**config.mk**
```make
export PLATFORM = sky130hd
export DESIGN_NAME = dmem_ahb_bridge
export DESIGN_NICKNAME = d
export VERILOG_FILES = /design/src/dmem_pkg.sv /design/src/dmem_ahb_bridge.sv
export VERILOG_INCLUDE_DIRS = /design/src
export SDC_FILE = /design/constraint.sdc
export NUM_CORES = 1
export LEC_CHECK = 0
export ABC_AREA = 1
export BUFFER_PORTS_ARGS = -buffer_cell sky130_fd_sc_hd__buf_4
export CORE_MARGIN = 1.5
export CORE_UTILIZATION = 54
export CTS_BUF_LIST = sky130_fd_sc_hd__clkbuf_16
export CTS_CLUSTER_SIZE = 25
export DETAILED_ROUTE_END_ITERATION = 8
export GPL_TIMING_DRIVEN = 1
export PLACE_DENSITY = 0.8
export SLEW_MARGIN = 5
export SYNTH_ARGS = -nofsm -noshare
export SYNTH_HDL_FRONTEND = slang
export SYNTH_SLANG_ARGS = --single-unit
```
**constraint.sdc**
```tcl
create_clock -name clk -period 4.05 [get_ports clk]
set_clock_uncertainty 0.15 [all_clocks]
set_input_delay 0.2025 -clock clk [delete_from_list [all_inputs] [get_ports clk]]
set_output_delay 0.2025 -clock clk [all_outputs]
set_load 0.03 [all_outputs]
```
**src/dmem_macros.svh**
```systemverilog
/*
 * Build-time defaults for the data-memory subsystem
 * Bus width, bridge queue depth, SRAM size and SRAM wait states
 */
`ifndef DMEM_MACROS_SVH
`define DMEM_MACROS_SVH

// ---------------------------------------------------------------------------
// AHB-Lite bus
// ---------------------------------------------------------------------------

// Address and data width in bits
`define DMEM_AHB_WIDTH 32

// ---------------------------------------------------------------------------
// Bridge and SRAM defaults
// ---------------------------------------------------------------------------

// Request entries held in the bridge
`define DMEM_REQ_QUEUE_DEPTH 2

// SRAM size in 32-bit words, 1 KiB
`define DMEM_SRAM_WORDS 256

// Wait states inserted in each data phase
`define DMEM_SRAM_WAIT 1

`endif

```
**src/dmem_pkg.sv**
```systemverilog
/*
 * Shared types for the data-memory path
 * Core-side command, width and response enums, AHB-Lite encodings,
 * transfer structs and the byte/word view of a bus word
 */
`include "dmem_macros.svh"

package dmem_pkg;

    // ------------------------------------------------------------------------
    // Core-side request and response
    // ------------------------------------------------------------------------
    typedef enum logic {
        mem_cmd_rd = 1'b0,
        mem_cmd_wr = 1'b1
    } mem_cmd_e;

    typedef enum logic [1:0] {
        mem_width_byte  = 2'b00,
        mem_width_hword = 2'b01,
        mem_width_word  = 2'b10,
        mem_width_err   = 2'b11
    } mem_width_e;

    typedef enum logic [1:0] {
        mem_resp_notrdy = 2'b00,
        mem_resp_rdy_ok = 2'b01,
        mem_resp_rdy_er = 2'b10
    } mem_resp_e;

    // ------------------------------------------------------------------------
    // AHB-Lite encodings
    // ------------------------------------------------------------------------
    typedef enum logic [2:0] {
        hsize_8b  = 3'b000,
        hsize_16b = 3'b001,
        hsize_32b = 3'b010
    } hsize_e;

    // Single transfers only, no SEQ or BUSY
    typedef enum logic [1:0] {
        htrans_idle   = 2'b00,
        htrans_nonseq = 2'b10
    } htrans_e;

    typedef enum logic {
        hresp_okay  = 1'b0,
        hresp_error = 1'b1
    } hresp_e;

    // ------------------------------------------------------------------------
    // Transfer structs
    // ------------------------------------------------------------------------
    typedef struct packed {
        mem_cmd_e                   cmd;
        mem_width_e                 width;
        logic [`DMEM_AHB_WIDTH-1:0] addr;
        logic [`DMEM_AHB_WIDTH-1:0] wdata;
    } dmem_req_s;

    // Master to slave
    typedef struct packed {
        htrans_e                    htrans;
        hsize_e                     hsize;
        logic                       hwrite;
        logic [`DMEM_AHB_WIDTH-1:0] haddr;
        logic [`DMEM_AHB_WIDTH-1:0] hwdata;
    } ahb_mst_s;

    // Slave to master
    typedef struct packed {
        logic                       hready;
        hresp_e                     hresp;
        logic [`DMEM_AHB_WIDTH-1:0] hrdata;
    } ahb_slv_s;

    // One bus word, whole or per byte lane
    typedef union packed {
        logic [`DMEM_AHB_WIDTH-1:0]        word;
        logic [`DMEM_AHB_WIDTH/8-1:0][7:0] bytes;
    } ahb_word_u;

endpackage

```
**src/dmem_ahb_bridge.sv**
```systemverilog
/*
 * Core-to-AHB-Lite bridge for data loads and stores
 * Request queue, address/data phase FSM, write lane steering and
 * a registered response with read data aligned down to bit 0
 */
`timescale 1ns/1ps
`include "dmem_macros.svh"

module dmem_ahb_bridge
    import dmem_pkg::*;
#(
    parameter int queue_depth = `DMEM_REQ_QUEUE_DEPTH
) (
    input  logic                       clk,
    input  logic                       rst_n,

    // Core side
    input  logic                       dmem_req,
    input  dmem_req_s                  dmem_cmd_in,
    output logic                       dmem_req_ack,
    output logic [`DMEM_AHB_WIDTH-1:0] dmem_rdata,
    output mem_resp_e                  dmem_resp,

    // AHB-Lite master side
    output ahb_mst_s                   ahb_out,
    input  ahb_slv_s                   ahb_in
);

    localparam int aw    = `DMEM_AHB_WIDTH;
    localparam int cnt_w = $clog2(queue_depth + 1);

    typedef enum logic {
        st_addr = 1'b0,
        st_data = 1'b1
    } phase_e;

    // Queued transfer, already in bus form
    typedef struct packed {
        logic          hwrite;
        hsize_e        hsize;
        logic [aw-1:0] haddr;
        logic [aw-1:0] hwdata;
    } queue_entry_s;

    // What the data phase and the response still need
    typedef struct packed {
        hsize_e        hsize;
        logic [1:0]    addr_lo;
        logic [aw-1:0] hwdata;
    } dphase_s;

    // ------------------------------------------------------------------------
    // Conversions between core and bus form
    // ------------------------------------------------------------------------
    function automatic hsize_e width_to_hsize(input mem_width_e width);
        hsize_e size;
        case (width)
            mem_width_byte:  size = hsize_8b;
            mem_width_hword: size = hsize_16b;
            default:         size = hsize_32b;
        endcase
        return size;
    endfunction

    // Move the low byte or halfword onto the lanes it addresses
    function automatic logic [aw-1:0] steer_wdata(
        input mem_width_e    width,
        input logic [1:0]    addr_lo,
        input logic [aw-1:0] wdata
    );
        logic [aw-1:0] lanes;
        case (width)
            mem_width_byte:  lanes = aw'(wdata[7:0]) << {addr_lo, 3'b000};
            mem_width_hword: lanes = aw'(wdata[15:0]) << {addr_lo[1], 4'b0000};
            default:         lanes = wdata;
        endcase
        return lanes;
    endfunction

    // Bring the addressed lanes down to bit 0, zeros above
    function automatic logic [aw-1:0] align_rdata(
        input hsize_e        size,
        input logic [1:0]    addr_lo,
        input logic [aw-1:0] rdata
    );
        logic [aw-1:0] shifted;
        logic [aw-1:0] aligned;
        case (size)
            hsize_8b: begin
                shifted = rdata >> {addr_lo, 3'b000};
                aligned = aw'(shifted[7:0]);
            end
            hsize_16b: begin
                shifted = rdata >> {addr_lo[1], 4'b0000};
                aligned = aw'(shifted[15:0]);
            end
            default: begin
                shifted = rdata;
                aligned = shifted;
            end
        endcase
        return aligned;
    endfunction

    queue_entry_s [queue_depth-1:0] queue_q;
    queue_entry_s [queue_depth-1:0] queue_d;
    queue_entry_s                   new_entry;
    logic [cnt_w-1:0]               count_q;
    logic [cnt_w-1:0]               count_d;
    logic                           queue_wr;
    logic                           queue_rd;
    logic                           queue_empty;
    logic                           queue_full;
    phase_e                         phase_q;
    logic                           issue;
    logic                           data_end;
    dphase_s                        dphase_q;

    // ------------------------------------------------------------------------
    // Request queue
    // ------------------------------------------------------------------------
    assign queue_full   = (count_q == cnt_w'(queue_depth));
    assign queue_empty  = (count_q == '0);
    assign dmem_req_ack = ~queue_full;
    assign queue_wr     = dmem_req & ~queue_full;

    always_comb begin
        new_entry.hwrite = (dmem_cmd_in.cmd == mem_cmd_wr);
        new_entry.hsize  = width_to_hsize(dmem_cmd_in.width);
        new_entry.haddr  = dmem_cmd_in.addr;
        new_entry.hwdata = steer_wdata(dmem_cmd_in.width, dmem_cmd_in.addr[1:0],
                                       dmem_cmd_in.wdata);
    end

    // Head is entry 0; a read shifts the rest down before the write lands
    always_comb begin
        queue_d = queue_q;
        count_d = count_q;
        if (queue_rd) begin
            for (int i = 0; i < queue_depth - 1; i++) begin
                queue_d[i] = queue_q[i + 1];
            end
            count_d = count_q - 1'b1;
        end
        if (queue_wr) begin
            queue_d[count_d] = new_entry;
            count_d          = count_d + 1'b1;
        end
    end

    always_ff @(posedge clk) begin
        if (!rst_n) begin
            count_q <= '0;
        end else begin
            count_q <= count_d;
        end
    end

    always_ff @(posedge clk) begin
        queue_q <= queue_d;
    end

    // ------------------------------------------------------------------------
    // Phase FSM
    // ------------------------------------------------------------------------
    // In the data phase the next address goes out only on an OKAY completion,
    // so the second ERROR cycle always sees IDLE
    always_comb begin
        case (phase_q)
            st_addr: issue = ~queue_empty;
            st_data: issue = ahb_in.hready & (ahb_in.hresp == hresp_okay) & ~queue_empty;
            default: issue = 1'b0;
        endcase
    end

    assign queue_rd = issue & ahb_in.hready;
    assign data_end = (phase_q == st_data) & ahb_in.hready;

    always_ff @(posedge clk) begin
        if (!rst_n) begin
            phase_q <= st_addr;
        end else if (ahb_in.hready) begin
            phase_q <= queue_rd ? st_data : st_addr;
        end
    end

    // Address phase taken, head moves into the data phase
    always_ff @(posedge clk) begin
        if (queue_rd) begin
            dphase_q.hsize   <= queue_q[0].hsize;
            dphase_q.addr_lo <= queue_q[0].haddr[1:0];
            dphase_q.hwdata  <= queue_q[0].hwdata;
        end
    end

    // ------------------------------------------------------------------------
    // Response to the core
    // ------------------------------------------------------------------------
    always_ff @(posedge clk) begin
        if (!rst_n) begin
            dmem_resp <= mem_resp_notrdy;
        end else if (data_end) begin
            dmem_resp <= (ahb_in.hresp == hresp_okay) ? mem_resp_rdy_ok : mem_resp_rdy_er;
        end else begin
            dmem_resp <= mem_resp_notrdy;
        end
    end

    always_ff @(posedge clk) begin
        if (data_end) begin
            dmem_rdata <= align_rdata(dphase_q.hsize, dphase_q.addr_lo, ahb_in.hrdata);
        end
    end

    // ------------------------------------------------------------------------
    // AHB-Lite master outputs
    // ------------------------------------------------------------------------
    always_comb begin
        ahb_out.htrans = issue ? htrans_nonseq : htrans_idle;
        ahb_out.hsize  = queue_q[0].hsize;
        ahb_out.hwrite = queue_q[0].hwrite;
        ahb_out.haddr  = queue_q[0].haddr;
        // Write data trails its address by one phase
        ahb_out.hwdata = dphase_q.hwdata;
    end

endmodule

```
==> out/qor.yml, run 1 <==
outcome:
  outcome: "finished clean"
timing:
  rsz0062_at_grt: "no"
  timing.fmax_ghz: 0.351
  hold_viol: 0
  tns_ns: 0
  tightest_slew_ns: 1.05
  slew_violations: 0
  report.final.setup_viol: 0
  slew_headroom: 0.300
  fin_crit_sh: 0.704
  fin_ws_ns: 1.20
  fin_crit_ns: 2.85
layout:
  final_cell_mix: "nand2_1, buf_4, edfxtp_1, dlygate4sd3_1, dfxtp_1"
  num_antenna_cells: 0
  fin_nets: 1347
  drive_gt1_frac: 0.202
  area_growth_pct: 32.0
  final_common_cell: "nand2_1"
power:
  powerDensity_mw_per_mm2: 673
  ir_drop_mv: 0.477
  p_leak_nw: 5.58
  net-switching-power_w: 0.00307
  swShare: 0.379
  intPower_w: 0.00504
  pwr-share-comb: 0.378
  seq_power_share: 0.407
  power_frac_clock: 0.215
cts:
  htree_levels: 1
  clock_latency_ns: 0.49
  post-cts-setup-buffer-count: 0
  cts_buffers: 21
  holdBufCountCts: 115
  clk_pin_slew_worst_paths_ns: 0.06
  clk_path_buf_depth: 3
  postCtsResizedCells: 0
  cts-root-buf: "clkbuf_16"
  cts_tree: "built"
  cts_sinks: 209
yosys:
  ys_seq_area_frac: 0.607
  synth_top_family_by_area: "simple AND/OR/NAND/NOR gates"
  syn_avg_cell_area_um2: 9.08
  yosys.area_share.xor_xnor: 0
  synthSimpleGateAreaFrac: 0.253
  synthesis.nets: 1111
  syn_inst: 1005
  synthesis.yosys.warnings: 0
  ys_types: 28
  synth_compound_area_frac: 0.0310
  syn-cell-area_mm2: 0.00913
  synth_fa_ha_area_frac: 0.00274
  muxShareOfSynthArea: 0
  ys_ff_latch: 209
setup_path:
  r2r_end: "queue_q[20]$_DFF_P_"
  cp-endpoint: "queue_q[20]$_DFF_P_"
  crit_path_max_fanout: 47
  path_cells: "inv_1 -> ha_1 -> inv_1 -> nand3_4 -> nand2_1 -> nand2_1 -> nand3_2 -> buf_12 -> nand2_1 -> nand2_1"
  worst_r2r_path_depth: 10
  r2r_slack_ns: 1.20
  crit_slowest_cell: "nand3_2"
  crit_start: "count_q[0]$_SDFF_PN0_"
  worstPathRequired_ns: 4.27
  cp.arrival_ns: 3.07
  critPathLaunchType: "flop"
  cpMostUsedCell: "nand2_1"
  r2r_start: "count_q[0]$_SDFF_PN0_"
  max_stage_delay_ns: 0.57
  critPathKind: "flop to flop"
  end_kind: "flop"
flow_run:
  drv_cap: 0
floorplanning:
  dieHeight_um: 133
  initial_core_util: 0.553
  die_x_um: 133
  core-area_mm2: 0.0165
  die_area_mm2: 0.0177
  pin_count: 209
  fp-row-count: 47
drt:
  wl_per_cell_um: 15.9
  drt_first_pass_iters: 6
  viasPerCell: 5.22
  drt_iter0_drc: 728
  drc: 0
  routed_wl_um: 23500
  vias: 7695
  ant_nets: 0
min_path:
  hp-class: "input pin to flop"
global_routing:
  grt_overflow: 0
  antenna_found_initial: 0
  grt_use_met2: 0.452
  use_met3: 0.0402
  grt_pass1_vias: 7291
  grt_max_degree: 76
  track_usage: 0.262
  grt_pass1_wl_um: 36900
  grt_busiest_layer: "met2"
  use_met1: 0.334
placement:
  portBuffers: 207
  gp_congestion: 0.879
  dp.final_hpwl_um: 13500
  place_ws_ns: 1.21
-- layer usage --
metal / vias to the layer above / part of all wire
met5: - / 0
met4: 0 / 0.037
met3: 85 / 0.093
met2: 489 / 0.49
met1: 3474 / 0.38
li1: 3647 / -
-- power groups by stage --
stage,registers [W],clock network [W],logic [W]
after detailed placement,0.00334,0,0.00292
after CTS,0.00330,0.00178,0.00304
final,0.00330,0.00174,0.00307
after global placement,0.00333,0,0.00285
after global routing,0.00336,0.00184,0.00335
after floorplan,0.00329,0,0.00238
-- through the flow --
step	util	std cells	power [W]	hold slack (ns)	cell area [um^2]
CTS	0.729	1475	0.00812	0.000879	12100
global placement	0.622	1323	0.00618	0.240	10300
floorplan	-	1005	0.00567	0.125	9130
finish	0.729	1475	0.00811	0.0340	12100
global route	0.729	1475	0.00856	0.0382	12100
detailed placement	0.622	1323	0.00625	0.242	10300
-- area by class of cell --
| class | instances | area (um^2) |
|---|---|---|
| clock buffer | 22 | 551 |
| inverter | 48 | 181 |
| tap | 220 | 275 |
| timing repair buffer | 330 | 2800 |
| clock inverter | 15 | 65.1 |
| multi-input combinational | 631 | 2630 |
| fill | 1142 | 4470 |
| sequential | 209 | 5550 |
-- synthesized netlist by cell type (all sizes together) --
master	n	area (um^2)
ha	2	25.0
nand4	20	125
dfxtp	73	1460
nand3	50	255
and3	1	6.26
o21ai	20	100
buf	100	722
inv	47	176
a21oi	15	78.8
o22ai	6	37.5
conb	1	3.75
clkinv	1	3.75
nand2	466	1760
clkbuf	17	63.8
edfxtp	136	4080
nor2	41	164
a31oi	1	6.26
o31ai	8	60.1
-- worst min-delay path by stage --
stage / startpoint / to / slack [ns] / depth (start not counted)
after floorplan: ahb_in[32] / dmem_resp[0]$_SDFF_PN0_ / 0.12 / 1
after global placement: dmem_cmd_in[36] / queue_q[104]$_DFFE_PP_ / 0.24 / 1
after detailed placement: dmem_cmd_in[51] / queue_q[119]$_DFFE_PP_ / 0.24 / 1
after CTS: ahb_in[9] / dmem_rdata[9]$_DFFE_PP_ / 0.0009 / 3
after global routing: dmem_cmd_in[65] / queue_q[133]$_DFFE_PP_ / 0.04 / 1
final: dmem_cmd_in[65] / ahb_out[66]$_DFF_P_ / 0.03 / 3
-- cells by family (layout without fill, tap and decap cells) --
group,after synthesis,after routing
AOI/OAI and AO/OA,50,50
adders and majority gates,2,2
buffers and inverters,165,415
DFF,209,209
other,1,1
and+or+nand+nor,578,578
-- worst max-delay path: cells and delay by family, from the launching register on --
family	cells	cell delay, ns
DFF	1	0.32
adders and majority gates	1	0.16
and+or+nand+nor	6	1.43
buffers and inverters	3	0.64
-- state kept, by name (all words and copies together), names as in the netlist --
name,cells
queue_q,99
count_q,2
dphase_q,5
dmem_resp,2
dmem_rdata,32
ahb_out,68
phase_q,1
Power figures use the tool's default switching activity.
==> run 2: changes to the inputs <==
- clock period: 4.05 -> 2.89 ns (I/O delays scaled with it)
==> out/qor.yml, run 2 (synthesis gave the netlist of run 1 again) <==
min_path:
  min_path_cells: 5
  hold_path_end: "ahb_out[65]$_DFF_P_"
  hp-class: "input pin to flop"
  hold_start: "dmem_cmd_in[64]"
timing:
  fin_crit_sh: 0.930
  slew_violations: 0
  hold_viol: 0
  timing.fmax_ghz: 0.372
  slew_headroom: 0.471
  report.final.setup_viol: 0
  tns_ns: 0
  tightest_slew_ns: 0.794
  fin_crit_ns: 2.69
  rsz0062_at_grt: "no"
drt:
  dr.max_layer_used: "met4"
  drt-met1-wl_um: 9270
  vias: 7785
  wl_per_cell_um: 16.3
  drc: 0
  met2_length_um: 12200
  drt_iter0_drc: 692
  drt_first_pass_iters: 5
  viasPerCell: 5.19
  routed_wl_um: 24500
  ant_nets: 0
  wl_met3_um: 2230
power:
  power_frac_clock: 0.230
  seq_power_share: 0.396
  net-switching-power_w: 0.00438
  p_leak_nw: 5.72
  pwr-share-comb: 0.374
  intPower_w: 0.00734
  swShare: 0.374
  powerDensity_mw_per_mm2: 950
  ir_drop_mv: 0.621
global_routing:
  track_usage: 0.272
  grt_overflow: 0
  grt_pass1_wl_um: 38100
  grt_max_degree: 71
  antenna_found_initial: 0
  grt_pass1_vias: 7580
setup_path:
  end_kind: "flop"
  cp.arrival_ns: 2.78
  crit_path_max_fanout: 25
  r2r_start: "dphase_q[33]$_DFFE_PP_"
  cpMostUsedCell: "nand2_1"
  path_cells: "inv_1 -> nand2_1 -> o21ai_0 -> nand2_1 -> nand3_1 -> dlygate4sd3_1"
  worstPathRequired_ns: 2.99
  crit_slowest_cell: "edfxtp_1"
  critPathKind: "flop to flop"
  worst_r2r_path_depth: 6
  r2r_end: "dmem_rdata[6]$_DFFE_PP_"
  r2r_slack_ns: 0.20
  max_stage_delay_ns: 0.86
  critPathLaunchType: "flop"
cts:
  cts_buffers: 22
  cts_sinks: 209
  clk_pin_slew_worst_paths_ns: 0.06
  holdBufCountCts: 133
  cts-root-buf: "clkbuf_16"
  htree_levels: 1
  clock_latency_ns: 0.49
  post-cts-setup-buffer-count: 0
  clk_path_buf_depth: 3
  postCtsResizedCells: 0
  cts_tree: "built"
flow_run:
  drv_cap: 0
layout:
  regMostFlops: "queue_q"
  drive_gt1_frac: 0.201
  num_antenna_cells: 0
  final_util: 0.746
  final_common_cell: "nand2_1"
  largest_register_ffs: 99
  fin_nets: 1371
  final_cell_mix: "nand2_1, buf_4, edfxtp_1, dlygate4sd3_1, dfxtp_1"
  area_growth_pct: 35.1
placement:
  dp.final_hpwl_um: 14100
  gp_congestion: 0.897
  portBuffers: 207
floorplanning:
  fp-row-count: 47
  die_x_um: 133
  core-area_mm2: 0.0165
  die_area_mm2: 0.0177
  initial_core_util: 0.553
  pin_count: 209
  dieHeight_um: 133
outcome:
  outcome: "finished clean"
run 2: area by class of cell:
| cell class | instances | area (um^2) |
|---|---|---|
| clock inverter | 17 | 119 |
| tap | 220 | 275 |
| clock buffer | 23 | 576 |
| inverter | 48 | 185 |
| timing repair buffer | 353 | 3010 |
| multi-input combinational | 631 | 2620 |
| sequential | 209 | 5550 |
| fill | 1122 | 4190 |
run 2: worst max path at each step:
stage / from / to / slack, ns
2_1_floorplan: count_q[0]$_SDFF_PN0_ / queue_q[100]$_DFFE_PP_ / 0.01
3_3_place_gp: count_q[0]$_SDFF_PN0_ / queue_q[93]$_DFFE_PP_ / 0.70
3_5_place_dp: count_q[0]$_SDFF_PN0_ / ahb_out[37]$_DFF_P_ / 0.61
4_1_cts: dphase_q[33]$_DFFE_PP_ / dmem_rdata[6]$_DFFE_PP_ / 0.32
5_1_grt: dphase_q[33]$_DFFE_PP_ / dmem_rdata[0]$_DFFE_PP_ / 0.05
6_report: dphase_q[33]$_DFFE_PP_ / dmem_rdata[6]$_DFFE_PP_ / 0.20
run 2: stage by stage:
stage / cells / setup WS [ns] / hold WS [ns] / total power (W) / area (um^2)
after floorplan: 1005 / 0.0130 / 0.0669 / 0.00794 / 9130
after global placement: 1328 / 0.700 / 0.182 / 0.00868 / 10300
after detailed placement: 1328 / 0.609 / 0.184 / 0.00879 / 10300
after CTS: 1501 / 0.322 / 0.0357 / 0.0117 / 12300
after global routing: 1501 / 0.0487 / 0.0791 / 0.0123 / 12300
final: 1501 / 0.201 / 0.0631 / 0.0117 / 12300
run 2: power by group through the flow:
| stage | Combinational (W) | Clock, W | Sequential [W] |
|---|---|---|---|
| 5_1_grt | 0.00476 | 0.00285 | 0.00472 |
| 4_1_cts | 0.00432 | 0.00273 | 0.00463 |
| 6_report | 0.00438 | 0.00270 | 0.00464 |
| 3_3_place_gp | 0.00402 | 0 | 0.00466 |
| 2_1_floorplan | 0.00334 | 0 | 0.00460 |
| 3_5_place_dp | 0.00411 | 0 | 0.00467 |
run 2: critical path, delay by kind of cell, from the launching register on:
family          cells  cell delay, ns
simple gates        3            0.40
buf+inv             2            0.90
compound gates      1            0.13
flops               1            0.86
run 2: layer usage:
metal / GRT usage / up-vias
li1: - / 3701
met1: 0.333 / 3574
met2: 0.474 / 442
met3: 0.0590 / 68
met4: 0.103 / 0
met5: 0 / -
